===== src/hw/conv_ctrl_pkg.sv =====
`default_nettype none

package conv_ctrl_pkg;

  localparam int NUM_MACS      = 16; // output channels computed in parallel
  localparam int NUM_STEPS     = 18; // two rows of nine operands per window
  localparam int KERNEL_GROUPS = 8;  // each group fills two kernel memories
  localparam int INPUT_STEPS   = 9;  // compute steps that take an input beat

  typedef logic [4:0] step_t;
  typedef logic [2:0] group_t;
  typedef logic [6:0] kaddr_t;
  typedef logic [3:0] ch_t;
  typedef logic [6:0] coord_t;
  typedef logic [1:0] stride_mode_t; // 0: step 1, 1: step 2, 2: step 4

  typedef enum logic [2:0] {
    IDLE,
    FETCH_KERNEL,  // 144 beats of kernel words
    FETCH_FEATURE, // first 18 feature words, two per beat
    WRITE_THROUGH, // next features into the working set
    COMPUTE,
    WRITEBACK      // drain of the last window
  } phase_e;

  typedef struct packed {
    phase_e phase;
    step_t  step;
    group_t group;
    logic   beat_accepted;
  } seq_status_t;

  typedef struct packed {
    logic   first_window;
    logic   last_window;
    coord_t result_x;
    coord_t result_y;
  } walk_status_t;

  typedef struct packed {
    logic [NUM_MACS-1:0] we;
    kaddr_t              write_addr;
    kaddr_t              read_addr;
    logic                re;
  } kernel_ctrl_t;

  typedef struct packed {
    logic [NUM_STEPS-1:0] next_feature_we;
    logic                 feature_we;
  } feature_ctrl_t;

  typedef struct packed {
    step_t mux_select;
    logic  mac_valid;
    logic  accumulate;
    logic  output_we;
  } mac_ctrl_t;

  typedef struct packed {
    coord_t x;
    coord_t y;
    ch_t    ch;
  } out_beat_t;

endpackage

`default_nettype wire


===== src/hw/control_decoder.sv =====
`default_nettype none

module control_decoder (
  input  logic                         clk,
  input  logic                         arst_n_in,
  input  conv_ctrl_pkg::seq_status_t   seq,
  input  conv_ctrl_pkg::walk_status_t  walk,
  output conv_ctrl_pkg::kernel_ctrl_t  kernel,
  output conv_ctrl_pkg::feature_ctrl_t feature,
  output conv_ctrl_pkg::mac_ctrl_t     mac,
  output logic                         output_valid,
  output conv_ctrl_pkg::out_beat_t     beat
);
  import conv_ctrl_pkg::*;

  logic                   in_compute;
  logic                   in_drain;
  logic                   input_step;
  logic                   last_step;
  logic                   step_go;   // compute step that completes this cycle
  logic                   stream_out;
  logic [INPUT_STEPS-1:0] row_sel;   // one-hot operand column of the beat
  ch_t                    drain_ch;

  assign in_compute = (seq.phase == COMPUTE);
  assign in_drain   = (seq.phase == WRITEBACK);
  assign input_step = (seq.step < step_t'(INPUT_STEPS));
  assign last_step  = (seq.step == step_t'(NUM_STEPS - 1));

  // a stalled input step does nothing until its beat arrives
  assign step_go = in_compute && (seq.beat_accepted || !input_step);

  // channel counter for the final drain
  always_ff @(posedge clk or negedge arst_n_in) begin
    if (!arst_n_in) begin
      drain_ch <= '0;
    end else if (in_drain) begin
      drain_ch <= drain_ch + ch_t'(1);
    end else begin
      drain_ch <= '0;
    end
  end

  // kernel memories, one pair per group
  always_comb begin
    kernel.we = '0;
    if ((seq.phase == FETCH_KERNEL) && seq.beat_accepted) begin
      kernel.we[{seq.group, 1'b0} +: 2] = 2'b11;
    end
    kernel.write_addr = kaddr_t'(seq.step);
    kernel.read_addr  = in_compute ? kaddr_t'(seq.step) : '0;
    kernel.re         = step_go;
  end

  assign row_sel = {{(INPUT_STEPS - 1){1'b0}}, 1'b1} << seq.step;

  // each beat carries one word for either row
  always_comb begin
    feature.next_feature_we = '0;
    if (seq.beat_accepted && ((seq.phase == FETCH_FEATURE) || in_compute)) begin
      feature.next_feature_we = {row_sel, row_sel};
    end
    feature.feature_we = (seq.phase == WRITE_THROUGH) || (in_compute && last_step);
  end

  always_comb begin
    mac.mux_select = in_compute ? seq.step : '0;
    mac.mac_valid  = step_go && !last_step;              // steps 0 to 16
    mac.accumulate = !(step_go && (seq.step == '0));     // fresh sum at step 0
    mac.output_we  = in_compute && last_step;
  end

  // previous window's channels go out during steps 0 to 15
  assign stream_out = step_go && (seq.step < step_t'(NUM_MACS)) && !walk.first_window;

  assign output_valid = stream_out || in_drain;
  assign beat.x       = walk.result_x;
  assign beat.y       = walk.result_y;
  assign beat.ch      = in_drain ? drain_ch : ch_t'(seq.step);

endmodule

`default_nettype wire


===== src/hw/conv_controller.sv =====
`default_nettype none

module conv_controller #(
  parameter int FEATURE_MAP_WIDTH  = 128,
  parameter int FEATURE_MAP_HEIGHT = 128
) (
  input  logic                         clk,
  input  logic                         arst_n_in,
  input  logic                         start,
  input  conv_ctrl_pkg::stride_mode_t  stride_mode,
  input  logic                         a_valid,
  output logic                         a_ready,
  output logic                         running,
  output logic                         output_valid,
  output conv_ctrl_pkg::out_beat_t     beat,
  output conv_ctrl_pkg::kernel_ctrl_t  kernel,
  output conv_ctrl_pkg::feature_ctrl_t feature,
  output conv_ctrl_pkg::mac_ctrl_t     mac
);
  import conv_ctrl_pkg::*;

  seq_status_t  seq;
  walk_status_t walk;
  logic         window_done;

  phase_sequencer seq0 (
    .clk         (clk),
    .arst_n_in   (arst_n_in),
    .start       (start),
    .a_valid     (a_valid),
    .last_window (walk.last_window),
    .seq         (seq),
    .window_done (window_done),
    .a_ready     (a_ready),
    .running     (running)
  );

  window_walker #(
    .FEATURE_MAP_WIDTH  (FEATURE_MAP_WIDTH),
    .FEATURE_MAP_HEIGHT (FEATURE_MAP_HEIGHT)
  ) walk0 (
    .clk         (clk),
    .arst_n_in   (arst_n_in),
    .start       (start),
    .stride_mode (stride_mode),
    .window_done (window_done),
    .walk        (walk)
  );

  control_decoder dec0 (
    .clk          (clk),
    .arst_n_in    (arst_n_in),
    .seq          (seq),
    .walk         (walk),
    .kernel       (kernel),
    .feature      (feature),
    .mac          (mac),
    .output_valid (output_valid),
    .beat         (beat)
  );

endmodule

`default_nettype wire


===== src/hw/phase_sequencer.sv =====
`default_nettype none

module phase_sequencer (
  input  logic                       clk,
  input  logic                       arst_n_in,
  input  logic                       start,
  input  logic                       a_valid,
  input  logic                       last_window,
  output conv_ctrl_pkg::seq_status_t seq,
  output logic                       window_done,
  output logic                       a_ready,
  output logic                       running
);
  import conv_ctrl_pkg::*;

  phase_e phase;
  step_t  step;
  group_t group;
  logic   beat;
  logic   step_last; // step counter at the end of the current phase
  logic   advance;   // step counter moves this cycle

  assign a_ready = (phase == FETCH_KERNEL) || (phase == FETCH_FEATURE) ||
                   ((phase == COMPUTE) && (step < step_t'(INPUT_STEPS)));
  assign beat    = a_valid && a_ready;
  assign running = (phase != IDLE);

  // input phases only move on a handshake, the rest run free
  always_comb begin
    step_last = 1'b0;
    advance   = 1'b0;
    case (phase)
      FETCH_KERNEL: begin
        step_last = (step == step_t'(NUM_STEPS - 1));
        advance   = beat;
      end
      FETCH_FEATURE: begin
        step_last = (step == step_t'(INPUT_STEPS - 1));
        advance   = beat;
      end
      COMPUTE: begin
        step_last = (step == step_t'(NUM_STEPS - 1));
        advance   = beat || (step >= step_t'(INPUT_STEPS));
      end
      WRITEBACK: begin
        step_last = (step == step_t'(NUM_MACS - 1)); // one cycle per channel
        advance   = 1'b1;
      end
      default: begin
        step_last = 1'b0;
        advance   = 1'b0;
      end
    endcase
  end

  assign window_done = (phase == COMPUTE) && step_last;

  always_ff @(posedge clk or negedge arst_n_in) begin
    if (!arst_n_in) begin
      phase <= IDLE;
      step  <= '0;
      group <= '0;
    end else begin
      case (phase)
        IDLE: begin
          if (start) begin
            phase <= FETCH_KERNEL;
            step  <= '0;
            group <= '0;
          end
        end
        WRITE_THROUGH: begin
          phase <= COMPUTE; // single cycle
          step  <= '0;
        end
        default: begin
          if (advance && !step_last) begin
            step <= step + step_t'(1);
          end else if (advance) begin
            step <= '0;
            if (phase == FETCH_KERNEL) begin
              group <= group + group_t'(1);
              if (group == group_t'(KERNEL_GROUPS - 1)) begin
                phase <= FETCH_FEATURE;
              end
            end else if (phase == FETCH_FEATURE) begin
              phase <= WRITE_THROUGH;
            end else if (phase == COMPUTE) begin
              if (last_window) begin
                phase <= WRITEBACK; // else straight into the next window
              end
            end else begin
              phase <= IDLE; // drain finished
            end
          end
        end
      endcase
    end
  end

  assign seq.phase         = phase;
  assign seq.step          = step;
  assign seq.group         = group;
  assign seq.beat_accepted = beat;

endmodule

`default_nettype wire


===== src/hw/window_walker.sv =====
`default_nettype none

module window_walker #(
  parameter int FEATURE_MAP_WIDTH  = 128,
  parameter int FEATURE_MAP_HEIGHT = 128
) (
  input  logic                        clk,
  input  logic                        arst_n_in,
  input  logic                        start,
  input  conv_ctrl_pkg::stride_mode_t stride_mode,
  input  logic                        window_done,
  output conv_ctrl_pkg::walk_status_t walk
);
  import conv_ctrl_pkg::*;

  coord_t x;
  coord_t y;
  coord_t stride;
  coord_t result_x; // position of the window whose results are streaming
  coord_t result_y;
  logic   first_window;
  logic   last_x;
  logic   last_y;

  assign stride = coord_t'(1) << stride_mode; // 1, 2 or 4

  // wrap when the next step would fall off the map
  assign last_x = (int'(x) + int'(stride)) >= FEATURE_MAP_WIDTH;
  assign last_y = (int'(y) + int'(stride)) >= FEATURE_MAP_HEIGHT;

  // y inner, x outer
  always_ff @(posedge clk or negedge arst_n_in) begin
    if (!arst_n_in) begin
      x            <= '0;
      y            <= '0;
      first_window <= 1'b1;
    end else if (start) begin
      x            <= '0;
      y            <= '0;
      first_window <= 1'b1;
    end else if (window_done) begin
      first_window <= 1'b0;
      if (last_y) begin
        y <= '0;
        x <= last_x ? '0 : x + stride;
      end else begin
        y <= y + stride;
      end
    end
  end

  // results of a window stream out during the next one
  always_ff @(posedge clk) begin
    if (window_done) begin
      result_x <= x;
      result_y <= y;
    end
  end

  assign walk.first_window = first_window;
  assign walk.last_window  = last_x && last_y;
  assign walk.result_x     = result_x;
  assign walk.result_y     = result_y;

endmodule

`default_nettype wire


===== config.mk =====
export PLATFORM = sky130hd
export DESIGN_NAME = conv_controller
export DESIGN_NICKNAME = d
export VERILOG_FILES = /design/src/hw/conv_ctrl_pkg.sv /design/src/hw/control_decoder.sv /design/src/hw/conv_controller.sv /design/src/hw/phase_sequencer.sv /design/src/hw/window_walker.sv
export SDC_FILE = /design/constraint.sdc
export NUM_CORES = 1
export LEC_CHECK = 0
export ABC_AREA = 1
export BUFFER_PORTS_ARGS = -buffer_cell sky130_fd_sc_hd__buf_2
export CORE_MARGIN = 5
export CORE_UTILIZATION = 40
export CTS_CLUSTER_SIZE = 16
export DETAILED_ROUTE_END_ITERATION = 12
export GPL_ROUTABILITY_DRIVEN = 0
export PLACE_DENSITY = 0.69
export RECOVER_POWER = 100
export SYNTH_ARGS = -nofsm -noshare
export SYNTH_HDL_FRONTEND = slang
export SYNTH_SLANG_ARGS = --single-unit

===== constraint.sdc =====
create_clock -name clk -period 2.5 [get_ports clk]
set_input_delay 0.25 -clock clk [delete_from_list [all_inputs] [get_ports clk]]
set_output_delay 0.25 -clock clk [all_outputs]
set_load 0.01 [all_outputs]

==> qor.txt <==
=================================================================================
Antenna diode count                                                             0
Latest clock arrival within the worst-skew pair                           0.29 ns
Arrival @ worst endpoint                                                  2.06 ns
Remaining Overflow, GRT                                                         0
Setup Skew                                                             0.00430 ns
Port Buf Inserts                                                               80
Power density over cell area                                           405 nW/um2
First DRT Iteration DRCs                                                      101
Post-DR wirelength/cell                                                   12.5 um
Via count of the first global-routing pass                                  2,466
Initial standard-cell utilization of the core                               0.408
Nature of the critical path endpoint                                  output port
Number of setup buffers added after CTS                                         0
Remaining antenna violation count after routing                                 0
Failing checks                                                       capacitance limit, slew limit
Number of clock sinks seen by CTS                                              44
Largest net degree at the start of global routing                              31
Maximum fanout along the worst path                                             7
Share of synthesized registers carrying an async set or reset               0.682
Syn Std Cell Area                                                        3140 um2
Count of final hold-check violations                                            0
Kind of start point of the critical path                                     flop
Area of the core                                                         7690 um2
Avg Synthesized Cell Area                                                7.92 um2
Aggregate global-route resource usage                                       0.138
Final net count                                                               480
Flip-flop and latch count after synthesis                                      44
Number of maximum-capacitance violations                                        1
Height of the chip                                                        98.6 um
Result of the run                                                    complete, but fails checks
Number of flops mapped to enable cells by yosys                                14
Classification of the worst setup path                                    reg2out
HPWL after DPL                                                            5500 um
Routed vias                                                                 2,658
Fraction of layout instances using a drive strength above 1                 0.110
Count of mapped cells out of synthesis                                        396
Min Hold Slack                                                           0.306 ns
Wire length after detailed routing                                        6950 um
DRC Markers                                                                     0
Total of endpoints with negative setup slack in the final report                0
Wire length of the first global-routing pass                            11,200 um
Die outline width                                                         98.6 um
Final max-slew violation count                                                 31
Ys flop type                                                         sky130_fd_sc_hd__dfrtp_1
Final Util                                                                  0.441
Path category of the worst min-delay check                                 in2reg
Clock tree from TritonCTS                                                   built
Synth warnings                                                                  0
Clock Root Buffer                                                    sky130_fd_sc_hd__clkbuf_8
First-pass iteration count of the detailed router                               4
Worst-Margin Slew                                                         1.69 ns
Required time of the worst setup path                                     2.25 ns
Max rail drop VDD                                                      0.000184 V
Clock Path Buffers                                                              2
Cell accounting for the most synthesized area                        sky130_fd_sc_hd__dfrtp_1
Final critical delay including setup and external delays                  2.31 ns
Final cycle utilization of the critical path                                0.925
Proportion of synthesized chip area in sequential cells                     0.374
Total Neg Setup Slack                                                        0 ns
Worst-case headroom to the max-slew limit                                  -0.127
CTS clk-pin slew, worst paths                                             0.08 ns
Number of antenna violations at the first check in global routing               0
Die outline area                                                         9710 um2
Reported leakage power                                                    1.62 nW
Core Rows                                                                      32
H-tree level count                                                              2
I/O pin total                                                                  85
Syn-to-layout area delta                                                    8.10%
Inserted Clock Buffers                                                          5
Portion of synthesized cell area occupied by the leading cell type          0.231
Max Clock Freq                                                          0.432 GHz
Biggest area contributors in the synthesized netlist                 sky130_fd_sc_hd__dfrtp_1, sky130_fd_sc_hd__edfxtp_1, sky130_fd_sc_hd__nand2_1, sky130_fd_sc_hd__ha_1, sky130_fd_sc_hd__buf_4
Detail-routed via count per cell                                             4.77
Number of library cell types mapped by synthesis                               40
=================================================================================
## synthesized netlist by cell type (all sizes together) (2+ instances only)
library cell / n
buf: 33
nand3: 34
nand2: 93
ha: 20
dfrtp: 29
o21bai: 3
xor2: 6
edfxtp: 14
nor2: 39
nand4: 10
o22ai: 2
inv: 59
o21ai: 15
nor3: 12
a21oi: 13
and2: 4
## cell families (layout without fill, tap and decap cells)
logic type,after synthesis,after routing,synth area share
AO/OA/AOI/OAI,36,36,0.0714
XOR/XNOR,7,7,0.0195
buffers and inverters,92,148,0.156
AND/OR/NAND/NOR,196,196,0.299
other,1,4,0.00120
flip-flops,44,44,0.374
adder cells (fa/ha/maj),20,20,0.0798
## layout by cell type (no fill, tap or decap), drive strengths merged, types with 6 or more instances in the layout
cell	synthesis	routed
inv	59	57
dfrtp	29	29
nor2	39	39
nor3	12	12
nand3	34	34
clkbuf	0	69
ha	20	20
nand4	10	10
nand2	93	93
o21ai	15	15
xor2	6	6
buf	33	18
edfxtp	14	14
a21oi	13	13
## routing by layer
metal	part of all wire	GRT usage	vias to the layer above
met4	0.011	0.0399	0
met1	0.45	0.177	1233
li1	-	-	1367
met5	0	0	-
met2	0.50	0.237	51
met3	0.040	0.0255	7
## repair_timing
item | in CTS | in global routing
resized for setup | 0 | 5
hold buffers | 0 | 0
setup endpoints to repair | 0 | 6
## final timing paths
path | start | to | slack (ns) | depth (start not counted)
setup / recovery | seq0.group[0] | kernel[15] | 0.19 | 7
hold / removal | start | walk0.y[0] | 0.31 | 4
setup reg to reg | seq0.step[1] | walk0.x[5] | 0.25 | 12
hold reg to reg | walk0.first_window | walk0.first_window | 0.48 | 2
max in group asynchronous | arst_n_in | seq0.group[0] | 1.02 | 1
min in group asynchronous | arst_n_in | walk0.x[0] | 0.38 | 1
## per-stage QoR
stage / power, mW / setup WS, ns / cell area (um2) / instances
2_1_floorplan: 0.917 / 0.328 / 3150 / 399
3_3_place_gp: 0.953 / 0.554 / 3430 / 549
3_5_place_dp: 0.959 / 0.396 / 3430 / 549
4_1_cts: 1.39 / 0.0594 / 3520 / 557
5_1_grt: 1.45 / -0.00103 / 3390 / 557
6_report: 1.37 / 0.188 / 3390 / 557
## state kept, by name (all words and copies together), names as in the netlist
name                flops
walk0.y                 7
seq0.step               5
walk0.x                 7
seq0.group              3
dec0.drain_ch           4
seq0.phase              3
walk0.result_y          7
walk0.first_window      1
walk0.result_x          7
## power by group
| group | switching, mW | internal [mW] |
|---|---|---|
| sequential | 0.0262 | 0.772 |
| combinational | 0.0936 | 0.0497 |
| clock | 0.239 | 0.194 |
## critical path: stages (launching register included)
cell and delay [ns]:
sky130_fd_sc_hd__dfrtp_2 0.43, sky130_fd_sc_hd__inv_1 0.10, sky130_fd_sc_hd__ha_1 0.22, sky130_fd_sc_hd__ha_1 0.32, sky130_fd_sc_hd__inv_1 0.12, sky130_fd_sc_hd__nand2_1 0.10, sky130_fd_sc_hd__nor4b_2 0.29, sky130_fd_sc_hd__buf_2 0.20
## area by class of cell
cell class	count	area, um2
Clock inverter	2	11.3
Timing Repair Buffer	81	329
Fill cell	843	4300
Clock buffer	6	72.6
Multi-Input combinational cell	263	1440
Inverter	59	233
Tap cell	102	128
Sequential cell	44	1170
No activity file was read; power rests on OpenSTA's default activity.
